File: config.mk
export PLATFORM = sky130hd
export DESIGN_NAME = reg_file
export DESIGN_NICKNAME = d
export VERILOG_FILES = /design/src/hw/lwb_pkg.sv /design/src/hw/reg_file.sv
export SDC_FILE = /design/constraint.sdc
export NUM_CORES = 1
export LEC_CHECK = 0
export ABC_AREA = 1
export BUFFER_PORTS_ARGS = -buffer_cell sky130_fd_sc_hd__buf_2
export CAP_MARGIN = 20
export CORE_AREA = 2 2 270 272
export CTS_BUF_LIST = sky130_fd_sc_hd__clkbuf_4
export DETAILED_ROUTE_END_ITERATION = 12
export DIE_AREA = 0 0 272 274
export PLACE_DENSITY_LB_ADDON = 0.2
export SLEW_MARGIN = 0
export SYNTH_ARGS = -nofsm -noshare
export SYNTH_HDL_FRONTEND = slang
export SYNTH_SLANG_ARGS = --single-unit
File: constraint.sdc
create_clock -name clk -period 3.75 [get_ports clk]
set_input_delay 0.375 -clock clk [delete_from_list [all_inputs] [get_ports clk]]
set_output_delay 0.375 -clock clk [all_outputs]
set_load 0.005 [all_outputs]
File: src/hw/lwb_pkg.sv
`default_nettype none

package lwb_pkg;

    // ------------------------------------------------------------------------
    // sizing
    // ------------------------------------------------------------------------
    localparam int DMEM_ADDR_W = 8;                 // word index width
    localparam int DMEM_DEPTH  = 1 << DMEM_ADDR_W;  // 256 words
    localparam int RF_ADDR_W   = 5;                 // register number width

    // ------------------------------------------------------------------------
    // operation kinds arriving from execute
    // ------------------------------------------------------------------------
    typedef enum logic [3:0] {
        OP_NOP = 4'd0,
        OP_ALU = 4'd1,
        OP_SW  = 4'd2,
        OP_LB  = 4'd3,
        OP_LBU = 4'd4,
        OP_LH  = 4'd5,
        OP_LHU = 4'd6,
        OP_LW  = 4'd7,
        OP_LWL = 4'd8,
        OP_LWR = 4'd9
    } lwb_op_e;

    // writeback source
    typedef enum logic [1:0] {
        SEL_NONE  = 2'd0,  // no register write
        SEL_ALU   = 2'd1,  // passed alu result
        SEL_EXT   = 2'd2,  // extended load
        SEL_MERGE = 2'd3   // rotated partial load
    } wb_sel_e;

    // extension control for ordinary loads
    typedef enum logic [2:0] {
        EXT_B  = 3'd0,
        EXT_BU = 3'd1,
        EXT_H  = 3'd2,
        EXT_HU = 3'd3,
        EXT_W  = 3'd4
    } ext_ctl_e;

    // one data word seen as bytes or as halfwords, lane 0 at bits 7:0
    typedef union packed {
        logic [3:0][7:0]  b;
        logic [1:0][15:0] h;
    } mem_word_u;

endpackage

`default_nettype wire

File: src/hw/reg_file.sv
`timescale 1ns/10ps
`default_nettype none

module reg_file import lwb_pkg::*; (
    input  wire                 clk,
    input  wire                 rst_n,
    input  wire [3:0]           we,     // one per byte lane
    input  wire [RF_ADDR_W-1:0] wnum,
    input  wire [31:0]          wdata,
    input  wire [RF_ADDR_W-1:0] raddr,
    output logic [31:0]         rdata
);

    logic [3:0][7:0] regs [1 << RF_ADDR_W];

    // ------------------------------------------------------------------------
    // byte-lane writes, r0 never written
    // ------------------------------------------------------------------------
    always_ff @(posedge clk) begin
        if (!rst_n) begin
            for (int r = 0; r < (1 << RF_ADDR_W); r++) begin
                regs[r] <= '0;
            end
        end else if (wnum != '0) begin
            for (int i = 0; i < 4; i++) begin
                if (we[i]) begin
                    regs[wnum][i] <= wdata[8*i +: 8];
                end
            end
        end
    end

    // combinational read
    assign rdata = regs[raddr];

endmodule

`default_nettype wire

Word-level counts from Yosys, hierarchy flattened
Memory sizes are Yosys's and may differ from the RTL's.
Cells that the tools add are included.
{ "word_totals": {"out_inout_bits": 32, "input_bits": 48, "mem_count": 1, "mem_bits_rw": 1024, "ff_bits": 0} }
{ "mem_list": {"columns": ["memory", "depth", "width", "rd", "rd_ports_with_merged_regs", "write_ports", "line_no", "source"], "rows": [
  ["regs", 32, 32, 1, 0, 32, "reg_file.sv:14", "logic [3:0][7:0] regs [1 << RF_ADDR_W];"]
]} }
{ "classes": {"n_reduce_logical": 2, "muxes": 20} }
{ "ops": {"columns": ["cell", "count"], "rows": [
  ["32-bit two-way mux", 1],
  ["32-bit OR reduction", 1],
  ["1-bit two-way mux", 17],
  ["5-bit two-way mux", 1],
  ["5-bit nonzero test", 1],
  ["4-bit two-way mux", 1]
]} }

Logic depth before layout (Yosys ltp)
{ "logic_depth": {"word_depth": 6, "mapped_depth": 12, "ltp_nobuf": 9} }

Worst setup path before layout
OpenSTA, ideal clock, no wires.
{ "synth_path": {"path_type": "input to output", "start": "in raddr[0]", "end": "out rdata[23]", "arrival_ps": 1425, "path_slack_ps": 1950, "path_stages": 11, "required_time_ps": 3375, "cell_sequence": "buf_4 > buf_2 > clkbuf_1 > nand2_1 > nand3_1 > nand3_1 > nand2_1 > nand2_1 > nand2_1 > nand2_1 > nand2_1"} }
{ "synth_between": {"elab_chain_cells": 1} }
{ "synth_rtl": {"columns": ["item", "line_no", "source"], "rows": [
  ["start, declared", "reg_file.sv:10", "input wire [RF_ADDR_W-1:0] raddr,"],
  ["memory 32 x 32 bit", null, null],
  ["end, declared", "reg_file.sv:11", "output logic [31:0] rdata"]
]} }
No other way between the ends.

Worst setup path in the final report
{ "layout_path": {"start": "in raddr[0]", "end": "out rdata[19]"} }
The elaborated chain is that of the path after synthesis.

==> qor.csv <==
stage;metric;value;unit
yosys;syn_area;46800;um2
timing;tns;0;ns
routing;via_count;36652;
placed_design;dp_hpwl;77.8;mm
worst_hold_path;hp-class;in2reg;
setup_path;critPathMaxFanout;171;
timing;hold_viol_final;0;
routing;firstDrtPassIters;6;
power_and_ir_drop;p_per_area;475;nW/um2
clock_network;post_cts_buffers;0;
timing;tightest_slew;1.05;ns
outcome;status;finished clean;
layout;n_fill_cell;5214;
yosys;synth_warnings;0;
clock_network;cts_tree;built;
layout;regArea;30700;um2
floorplan;dieArea;74500;um2
routing;drc_errors;0;
yosys;yosys.area.top_type;edfxtp_1;
clock_network;tritoncts_num_sinks;1024;
clock_network;htreeDepth;4;
yosys;synth_top_area_share;65.7;%
global_routing;grt_pass1_wl;194;mm
floorplan;core_area;72000;um2
timing;finalSetupViolCount;0;
global_routing;gr-total-overflow;0;
setup_path;cp-end-kind;output port;
yosys;synthDistinctLibCells;14;
layout;top_regs;regs: 1024 flops;
clock_network;cts_buffer_depth;3;
worst_hold_path;hold_start;we[3];
global_routing;grt_max_degree;172;
layout;areaGrowthSynthToFinish;10.3;%
setup_path;worstPathRequired;3.38;ns
layout;final_cell_mix;1,580 x nand2_1, 1,024 x nor2_1, 1,024 x edfxtp_1;
layout;largest_register_ffs;1024;
worst_hold_path;min_to;regs[1][27]$_SDFFCE_PN0P_;
timing;period_minus_slack;2.96;ns
layout;fin_area;51600;um2
layout;nets;5122;
global_routing;grt_pass1_vias;34523;
timing;final.period_utilization;78.8;%
layout;multi_input_area;14600;um2
power_and_ir_drop;total_power;0.0245;W
clock_network;numCtsBuffers;241;
routing;drt_iter0_drc;4446;
routing;detail-route-antenna-nets;0;
layout;top_register;regs;
global_routing;antenna_found_initial;5;
clock_network;root_buffer;clkbuf_4;
global_routing;global_route.usage.total;34.6;%
power_and_ir_drop;vdd_ir_drop_max;361;uV
timing;fmax;338;MHz
clock_network;path_clk_slew;0.07;ns
yosys;synth_seq_cells;1024;
floorplan;die_h;274;um
floorplan;start_util;65.1;%
routing;wl_per_cell;20.7;um
timing;hold_ws;0.161;ns
floorplan;io_pins;80;
power_and_ir_drop;leakage;21.2;nW
setup_path;cp.arrival;2.58;ns
yosys;syn_area_per_cell;9.53;um2
placed_design;post_dp_cell_area;48200;um2
timing;slew_headroom;29.7;%
job;cap_viol_max_count;0;
yosys;ys_seq_area_share;65.7;%
setup_path;crit_type;in2out;
layout;final_common_cell;nand2_1;
layout;final_core_util;71.7;%
routing;vias_per_cell;5.89;
worst_hold_path;whs_path_depth;5;
floorplan;die_x;272;um
placed_design;io_buffers;79;
timing;rsz0062_at_grt;false;
floorplan;fp-row-count;99;
setup_path;critPathLaunchType;input pin;
timing;maxSlewViolCount;0;
routing;detail_route.wirelength;129;mm
yosys;netlist_instances;4915;
placed_design;place.gp.congestion;0.899;
yosys;synth_area_leaders;edfxtp_1 66%, nand2_1 13%, nor2_1 8.3%, nand3_1 8.2%, nand2_2 1.6%;
layout;drive_gt1_share;13.1;%
[timing repair]
action / CTS / global route
hold endpoints to repair: 1083 / 0
hold buffers: 35 / 0
resized for setup: 0 / 0
[worst max path at each step]
stage	from	endpoint	depth (start not counted)	slack [ns]
floorplan	raddr[0]	rdata[23]	11	1.95
global placement	raddr[0]	rdata[22]	11	0.94
detailed placement	raddr[0]	rdata[21]	12	0.92
CTS	regs[15][17]$_SDFFCE_PN0P_	rdata[17]	9	0.85
global route	raddr[0]	rdata[16]	12	0.68
finish	raddr[0]	rdata[19]	11	0.79
[synth_stat cells (all sizes together)]
master / number
inv: 45
nand3: 771
nor2: 1031
or2: 1
conb: 1
clkinv: 1
clkbuf: 175
buf: 166
nand2: 1700
edfxtp: 1024
[kinds of logic (layout without fill, tap and decap cells)]
family	after synthesis	in the layout	share of synthesized area, %
other	1	34	0.00801
flip-flops	1024	1024	65.7
buffers and inverters	387	705	3.54
AND/OR/NAND/NOR	3503	3503	30.8
[power breakdown]
group | switching (W) | internal, W
clock network | 0.00436 | 0.00453
registers | 0.000177 | 0.0132
logic | 0.00168 | 0.000578
[layer usage]
metal  up-vias  GRT usage (%)  share of wire [%]  routed length (um)
met5         -              0              0.029                  38
met4         6           17.4                4.3                5520
met3       354           8.02                 12               16100
met2      2439           54.5                 47               60500
met1     17072           45.6                 36               46700
li1      16781              -                  -                   -
[metrics by stage]
stage               cells  setup WS (ns)
global placement     5755          0.942
global route         6225          0.682
floorplan            4946           1.95
detailed placement   5755          0.922
CTS                  6223          0.850
finish               6225          0.795
[worst max-delay path, stage by stage]
cell and delay, ns:
buf_8 0.38, buf_12 0.54, nand2_1 0.13, nand3_1 0.13, nand3_1 0.13, nand2_1 0.11
nand2_1 0.05, nand2_1 0.15, nand2_1 0.06, nand2_1 0.14, buf_2 0.15
[area by class of cell]
| type | count | share of cell area (%) |
|---|---|---|
| diodes | 2 | 0.00969 |
| clock buffers | 348 | 5.06 |
| clock inverters | 85 | 0.887 |
| inverters | 46 | 0.368 |
| multi-input cells | 3535 | 28.2 |
| flip-flops and latches | 1024 | 59.6 |
| well taps | 959 | 2.32 |
| repair buffers | 226 | 3.56 |
Note: power is estimated with default switching activity, not from simulation.
