## src/hw/lwb_pkg.sv

```systemverilog
`default_nettype none

package lwb_pkg;

    // ------------------------------------------------------------------------
    // sizing
    // ------------------------------------------------------------------------
    localparam int DMEM_ADDR_W = 8;                 // word index width
    localparam int DMEM_DEPTH  = 1 << DMEM_ADDR_W;  // 256 words
    localparam int RF_ADDR_W   = 5;                 // register number width

    // ------------------------------------------------------------------------
    // operation kinds arriving from execute
    // ------------------------------------------------------------------------
    typedef enum logic [3:0] {
        OP_NOP = 4'd0,
        OP_ALU = 4'd1,
        OP_SW  = 4'd2,
        OP_LB  = 4'd3,
        OP_LBU = 4'd4,
        OP_LH  = 4'd5,
        OP_LHU = 4'd6,
        OP_LW  = 4'd7,
        OP_LWL = 4'd8,
        OP_LWR = 4'd9
    } lwb_op_e;

    // writeback source
    typedef enum logic [1:0] {
        SEL_NONE  = 2'd0,  // no register write
        SEL_ALU   = 2'd1,  // passed alu result
        SEL_EXT   = 2'd2,  // extended load
        SEL_MERGE = 2'd3   // rotated partial load
    } wb_sel_e;

    // extension control for ordinary loads
    typedef enum logic [2:0] {
        EXT_B  = 3'd0,
        EXT_BU = 3'd1,
        EXT_H  = 3'd2,
        EXT_HU = 3'd3,
        EXT_W  = 3'd4
    } ext_ctl_e;

    // one data word seen as bytes or as halfwords, lane 0 at bits 7:0
    typedef union packed {
        logic [3:0][7:0]  b;
        logic [1:0][15:0] h;
    } mem_word_u;

endpackage

`default_nettype wire

```

## src/hw/load_extend.sv

```systemverilog
`timescale 1ns/10ps
`default_nettype none

module load_extend import lwb_pkg::*; (
    input  wire [31:0] word,    // raw memory word
    input  wire [1:0]  adrl,    // low address bits
    input  wire ext_ctl_e ext,
    output logic [31:0] ext_out
);

    mem_word_u w;
    logic [7:0]  sel_byte;
    logic [15:0] sel_half;

    assign w = word;

    // lane picks, halfword chosen by address bit 1
    assign sel_byte = w.b[adrl];
    assign sel_half = w.h[adrl[1]];

    always_comb begin
        case (ext)
            EXT_B: begin
                ext_out = {{24{sel_byte[7]}}, sel_byte};
            end
            EXT_BU: begin
                ext_out = {24'd0, sel_byte};
            end
            EXT_H: begin
                ext_out = {{16{sel_half[15]}}, sel_half};
            end
            EXT_HU: begin
                ext_out = {16'd0, sel_half};
            end
            default: begin
                ext_out = word;  // lw, low bits ignored
            end
        endcase
    end

endmodule

`default_nettype wire

```

## src/hw/wb_stage.sv

```systemverilog
`timescale 1ns/10ps
`default_nettype none

module wb_stage import lwb_pkg::*; (
    input  wire                  clk,
    input  wire                  rst_n,
    // from memory stage
    input  wire                  m_valid,
    input  wire [31:0]           m_pc,
    input  wire wb_sel_e         m_sel,
    input  wire ext_ctl_e        m_ext,
    input  wire [1:0]            m_adrl,
    input  wire [1:0]            m_rot,
    input  wire [3:0]            m_bmask,
    input  wire [31:0]           m_result,
    input  wire [RF_ADDR_W-1:0]  m_wnum,
    input  wire [31:0]           ram_rdata,  // arrives with the registered controls
    // register file write
    output logic [3:0]           rf_we,
    output logic [RF_ADDR_W-1:0] rf_wnum,
    output logic [31:0]          rf_wdata,
    // writeback trace
    output logic [31:0]          debug_wb_pc,
    output logic [3:0]           debug_wb_rf_wen,
    output logic [RF_ADDR_W-1:0] debug_wb_rf_wnum,
    output logic [31:0]          debug_wb_rf_wdata
);

    logic [31:0]          pc_r;
    wb_sel_e              sel_r;
    ext_ctl_e             ext_r;
    logic [1:0]           adrl_r;
    logic [1:0]           rot_r;
    logic [3:0]           bmask_r;
    logic [31:0]          result_r;
    logic [RF_ADDR_W-1:0] wnum_r;

    mem_word_u   rd_word;
    mem_word_u   merge_word;
    logic [31:0] ext_word;

    // ------------------------------------------------------------------------
    // stage registers, inactive when nothing valid arrives
    // ------------------------------------------------------------------------
    always_ff @(posedge clk) begin
        if (!rst_n || !m_valid) begin
            pc_r     <= 32'd0;
            sel_r    <= SEL_NONE;
            ext_r    <= EXT_W;
            adrl_r   <= 2'd0;
            rot_r    <= 2'd0;
            bmask_r  <= 4'b0000;
            result_r <= 32'd0;
            wnum_r   <= '0;
        end else begin
            pc_r     <= m_pc;
            sel_r    <= m_sel;
            ext_r    <= m_ext;
            adrl_r   <= m_adrl;
            rot_r    <= m_rot;
            bmask_r  <= m_bmask;
            result_r <= m_result;
            wnum_r   <= m_wnum;
        end
    end

    assign rd_word = ram_rdata;

    load_extend u_load_extend (
        .word    (ram_rdata),
        .adrl    (adrl_r),
        .ext     (ext_r),
        .ext_out (ext_word)
    );

    // byte rotate left for lwl / lwr
    always_comb begin
        for (int i = 0; i < 4; i++) begin
            merge_word.b[i] = rd_word.b[2'(i - int'(rot_r))];
        end
    end

    // ------------------------------------------------------------------------
    // writeback data and byte enables
    // ------------------------------------------------------------------------
    always_comb begin
        case (sel_r)
            SEL_ALU: begin
                rf_we    = 4'b1111;
                rf_wdata = result_r;
            end
            SEL_EXT: begin
                rf_we    = 4'b1111;
                rf_wdata = ext_word;
            end
            SEL_MERGE: begin
                rf_we    = bmask_r;  // partial lanes only
                rf_wdata = merge_word;
            end
            default: begin
                rf_we    = 4'b0000;
                rf_wdata = 32'd0;
            end
        endcase
    end

    assign rf_wnum = wnum_r;

    // trace, updated every cycle
    always_ff @(posedge clk) begin
        if (!rst_n) begin
            debug_wb_pc       <= 32'd0;
            debug_wb_rf_wen   <= 4'b0000;
            debug_wb_rf_wnum  <= '0;
            debug_wb_rf_wdata <= 32'd0;
        end else begin
            debug_wb_pc       <= pc_r;
            debug_wb_rf_wen   <= rf_we;
            debug_wb_rf_wnum  <= rf_wnum;
            debug_wb_rf_wdata <= rf_wdata;
        end
    end

endmodule

`default_nettype wire

```

## config.mk

```make
export PLATFORM = sky130hd
export DESIGN_NAME = wb_stage
export DESIGN_NICKNAME = d
export VERILOG_FILES = /design/src/hw/lwb_pkg.sv /design/src/hw/load_extend.sv /design/src/hw/wb_stage.sv
export SDC_FILE = /design/constraint.sdc
export NUM_CORES = 1
export LEC_CHECK = 0
export ABC_AREA = 1
export BUFFER_PORTS_ARGS = -buffer_cell sky130_fd_sc_hd__clkbuf_2
export CAP_MARGIN = 20
export CORE_MARGIN = 3
export CORE_UTILIZATION = 46
export CTS_CLUSTER_SIZE = 40
export DETAILED_ROUTE_END_ITERATION = 8
export PLACE_DENSITY = 0.77
export SYNTH_ARGS = -nofsm -noshare
export SYNTH_HDL_FRONTEND = slang
export SYNTH_SLANG_ARGS = --single-unit
```

## constraint.sdc

```tcl
create_clock -name clk -period 1.6 [get_ports clk]
set_clock_uncertainty 0.05 [all_clocks]
set_input_delay 0.4 -clock clk [delete_from_list [all_inputs] [get_ports clk]]
set_output_delay 0.4 -clock clk [all_outputs]
set_load 0.005 [all_outputs]
```

== Yosys cells after proc, flatten, opt, wreduce, memory -nomap -nowiden ==
Index checks and enable logic that the tools add are counted.
W data, S select, Z words.

* Output and inout port bits: 114
* Logic and storage cells: 52
* Bits in registers: 155
* Latch bits: 0
* ROM bits: 0
* Memories: 0
* Input bits: 117
* Memory bits (writable): 0

* Add/sub/neg operators: 4
* Equal/unequal tests: 6
* Multiply operators: 0
* Divide/modulo/power cells: 0
* Multiplexer cells: 19
* Shifts and indexed selects: 0
* Bitwise logic cells: 0
* Order comparisons: 6
* Reductions and logical operators: 5

{| class="wikitable"
|+ Operators with widths
! kind !! count
|-
| $pmux W32 S4 || 1
|-
| $pmux W32 S3 || 1
|-
| $bmux W8 S2 || 5
|-
| $mux W8 || 9
|-
| $mux W16 || 2
|-
| $lt A2 B4 Y1 const B || 4
|-
| $pmux W4 S2 || 1
|-
| $eq A3 B2 Y1 const B || 2
|-
| $eq A2 B2 Y1 const B || 2
|-
| $sub A1 B2 Y2 const A || 2
|-
| $sub A2 B2 Y2 const A || 2
|-
| $eq A3 B1 Y1 const B || 1
|-
| $logic_not A3 Y1 || 1
|-
| $lt A2 B3 Y1 const B || 1
|-
| $eq A2 B1 Y1 const B || 1
|-
| $logic_not A1 Y1 || 2
|-
| $lt A1 B2 Y1 const B || 1
|-
| $reduce_or A2 Y1 || 1
|-
| $logic_or A1 B1 Y1 || 1
|}

== Logic depth before layout (Yosys ltp) ==
* Depth in word-level cells: 5
* Depth in mapped cells: 11

== By module ==
A second synthesis with hierarchy kept.

* Cell total of the unflattened synthesis: 1,019
* Area, all modules: 7,036.7 sq um

{| class="wikitable"
|+ By module, submodules not included
! module !! cells each !! area each (sq um) !! times used
|-
| wb_stage || 863 || 6,188.4 || 1
|-
| load_extend || 156 || 848.3 || 1
|}

== Worst setup path after synthesis ==
Ideal clock, no wire load.

* Path kind: flip-flop to output port
* From: register sel_r[0]
* To: output port rf_wdata[2]
* Required time: 1.150 ns
* Stages on the path, launching flop included: 10
* Slack: -0.139 ns
* Data arrival time: 1.289 ns
* Cell sequence: dfxtp_1 inv_1 ha_1 inv_1 clkbuf_1 nor2_1 nand3_1 nand3_1 nand2_1 inv_1

* Longest elaborated chain between the ends: 2
* Elaborated cells between the ends (all ways): 4
* Those cells by class: 3 x eq/ne; 1 x mux

{| class="wikitable"
|+ RTL lines
! item !! RTL line !! source
|-
| from (decl) || wb_stage.sv:30 || <nowiki>wb_sel_e sel_r;</nowiki>
|-
| from (signal assigned) || wb_stage.sv:57 || <nowiki>sel_r <= m_sel;</nowiki>
|-
| $eq A2 B2 Y1 or $eq A2 B1 Y1 (tied branches) || wb_stage.sv:87 || <nowiki>case (sel_r)</nowiki>
|-
| $pmux W32 S3 * || wb_stage.sv:87 ||
|-
| to (decl) || wb_stage.sv:21 || <nowiki>output logic [31:0] rf_wdata,</nowiki>
|}

Every way passes the cells marked *; elsewhere a longest branch is shown, timed or not.

== Worst setup path after layout ==
* From: register rot_r[0]
* To: output port rf_wdata[20]

* Longest elaborated chain between the ends: 5

{| class="wikitable"
|+ RTL lines
! item !! RTL line !! source
|-
| from (decl) || wb_stage.sv:33 || <nowiki>logic [1:0] rot_r;</nowiki>
|-
| from (signal assigned) || wb_stage.sv:60 || <nowiki>rot_r <= m_rot;</nowiki>
|-
| $sub A2 B2 Y2 || wb_stage.sv:79 || <nowiki>merge_word.b[i] = rd_word.b[2'(i - int'(rot_r))];</nowiki>
|-
| $bmux W8 S2 || wb_stage.sv:79 ||
|-
| $mux W8 (not written as such) (2 in series) || wb_stage.sv:79 ||
|-
| $pmux W32 S3 || wb_stage.sv:87 ||
|}

Every way passes these cells. The select of a mux whose other input is x is not followed.

==> impl_metrics.ini <==
[global_routing]
overflow = 0
antenna_found_initial = 0
grtUsageTotal_pct = 27.7
grt_pass1_wl_microns = 36000
grt_max_degree = 34
grt_pass1_vias = 7366

[route]
num_vias = 7972
vias_per_cell = 4.97
antenna_left = 0
drt_pre_antenna_iters = 6
first_iter_violations = 883
drt-total-wl_microns = 24700
wire_per_inst_microns = 15.4
drc_errors = 0

[pwr]
p_leak_nw = 6.20
power_density_nw_per_um2 = 878
ir_worst_vdd_mv = 0.766

[status]
status = finished, violations left
violations = setup timing

[placement]
place_area_sq_um = 8890
dpl.hpwl_microns = 16700
portBuffers = 230
gp_congestion = 0.975

[setup_path]
required_ns = 1.15
crit_path_cell_trace = inv_8 > clkbuf_16 > nand2_2 > nand2_2 > nand2_1 > nand2_1 > a21boi_2 > nand2_1 > nand2_2 > inv_1 > clkbuf_2
slowest_stage = dfxtp_4
end_kind = primary output
crit_path_start_kind = register
worst_ep_arrival_time_ns = 1.88
critPathTopFamily = flip-flops
crit_type = register to primary output
critPathMaxFanout = 7
cp_num_buf_inv = 4
slowest_delay_ns = 0.43

[synth]
synth.yosys.seq_area_share_pct = 44.5
synth_largest_area_cell = dfxtp_1
netlist_instances = 1098
ys_seq_elements = 155
syn_nets = 1220
synth.distinct_cells = 23
synth_top_area_share_pct = 44.5
syn_area_sq_um = 6970
ys_top_cells_by_area = dfxtp_1 45%, nand2_1 21%, inv_1 11%, nor2_1 7.1%, nand3_1 5.7%
postSynthAreaPerCell_sq_um = 6.34
yosysWarningCount = 0

[clock_tree]
clk_latency_ns = 0.43
h-tree-depth = 4
cts_tree = built
cts_buffer_depth = 2
cts_root_buf = clkbuf_16
cts.clk_slew.worst_paths_ns = 0.07
cts.sinks = 155
cts_buffers = 17

[final_layout]
syn_to_final_growth_pct = 52.9
fin_area_sq_um = 10700
diodes = 0
nets = 1528
drive_above_1_share_pct = 40.4

[floorplanning]
fp.dieArea_sq_um = 16700
rows = 44
die_w_microns = 129
core_sq_um = 14700
initial_core_util_pct = 47.4
fp.dieH_microns = 129
ios = 231

[sta]
fin_ws_ns = -0.733
tns_ns = -23.34
fmax_mhz = 429
holdWs_ns = 0.107
period_share_pct = 146
setup_viol_count_final = 38
tightest_slew_ns = 0.330
relSlewSlack_pct = 78.0
slew_viol_final = 0
rsz0062_at_grt = true
min_period_ns = 2.33
finalHoldViolations = 0

[flow_run]
drv_cap = 0

[worst_hold_path]
hp-class = input pin to register
metal layers:
metal / share of wire [%] / wire (microns) / track usage, % / vias up
met5: 0 / 0 / 0 / -
met4: 4.1 / 1020 / 10.5 / 0
met3: 11 / 2680 / 7.54 / 112
met2: 48 / 11800 / 47.1 / 501
met1: 37 / 9180 / 33.5 / 3553
li1: - / - / - / 3806
kinds of logic (layout without fill, tap and decap cells):
logic type | count (synthesis) | count (layout) | share of synthesized area [%]
simple gates | 624 | 627 | 35.8
compound gates | 48 | 48 | 3.92
flops | 155 | 155 | 44.5
fa+ha+maj | 5 | 5 | 0.898
buf+inv | 266 | 584 | 14.8
path summary, 6_finish.rpt:
check | from | to | slack (ns) | cells after the start
worst max-delay path | rot_r[0]$_SDFF_PP0_ | rf_wdata[20] | -0.73 | 11
worst min-delay path | m_pc[9] | pc_r[9]$_SDFF_PP0_ | 0.11 | 3
worst max register to register | adrl_r[1]$_SDFF_PP0_ | debug_wb_rf_wdata[21]$_SDFF_PN0_ | -0.60 | 18
worst min register to register | pc_r[22]$_SDFF_PP0_ | debug_wb_pc[22]$_SDFF_PN0_ | 0.36 | 2
layout make-up:
class,instances,area [sq um]
fillers,1132,4050
multi-input cells,680,3550
flip-flops and latches,155,3130
repair buffers,337,2290
inverters,215,866
clock buffers,18,429
well taps,184,230
clock inverters,14,155
power breakdown:
part	internal (W)	leakage (nW)	switching, W	total [W]
clock	0.00221	0.282	0.00179	0.00401
combinational	0.000552	4.65	0.000764	0.00132
sequential	0.00397	1.27	0.0000544	0.00402
timing repair:
action / CTS / global route
cloned: 3 / 5
pin swaps: 31 / 49
hold buffers: 0 / 0
endpoints found under the setup margin: 43 / 46
setup buffers: 19 / 6
resized for setup: 113 / 166
sequential cells by signal, summed over array words and instances (netlist names), 3 cells and up:
signal             cells
debug_wb_rf_wdata     32
ext_r                  3
result_r              32
debug_wb_rf_wen        4
rf_wnum                5
pc_r                  32
debug_wb_pc           32
debug_wb_rf_wnum       5
bmask_r                4
per-stage QoR:
stage,power [W],utilization [%],cells,worst slack (ns)
6_report,0.00935,72.5,1603,-0.733
4_1_cts,0.00920,68.2,1595,-0.685
2_1_floorplan,0.00463,-,1098,-0.0206
3_3_place_gp,0.00511,60.5,1543,-0.369
5_1_grt,0.00969,72.5,1603,-0.810
3_5_place_dp,0.00513,60.5,1543,-0.388
cells in the final DEF (no fill, tap or decap), drive strengths merged, types with 5 or more instances in the layout:
| cell | count |
|---|---|
| inv | 221 |
| buf | 106 |
| nand2 | 407 |
| dfxtp | 155 |
| nor2 | 133 |
| o21ai | 5 |
| ha | 5 |
| a21oi | 30 |
| clkbuf | 249 |
| nand3 | 80 |
| a21boi | 13 |
cells in the mapped netlist:
library cell and number:
nand2_2 3, nand2_4 2, clkbuf_1 28, inv_2 4, nor2_1 132, or2_2 1, dfxtp_1 155, buf_2 13
a21oi_1 30, buf_1 6, nand3b_1 1, ha_1 5, nand3_1 80, buf_6 1, nor3_2 1, nand2_1 399
inv_1 210, and2_1 4, nor2_4 1, o21ai_0 5, clkinv_1 1, a21boi_1 13, buf_4 3
worst register-to-register path, stage by stage, from the launching register on:
cell and delay [ns]:
dfxtp_4 0.43, inv_8 0.07, nand2_2 0.06, nand2_2 0.06, nor2_2 0.10, nor2_2 0.07
buf_6 0.12, nand2_8 0.10, nand2_1 0.06, nand2_1 0.07, nand2_2 0.05, buf_4 0.13
buf_4 0.12, buf_4 0.12, buf_4 0.11, buf_4 0.12, buf_4 0.12, buf_4 0.12
nor2_1 0.07
No activity file was read; power rests on OpenSTA's default activity.
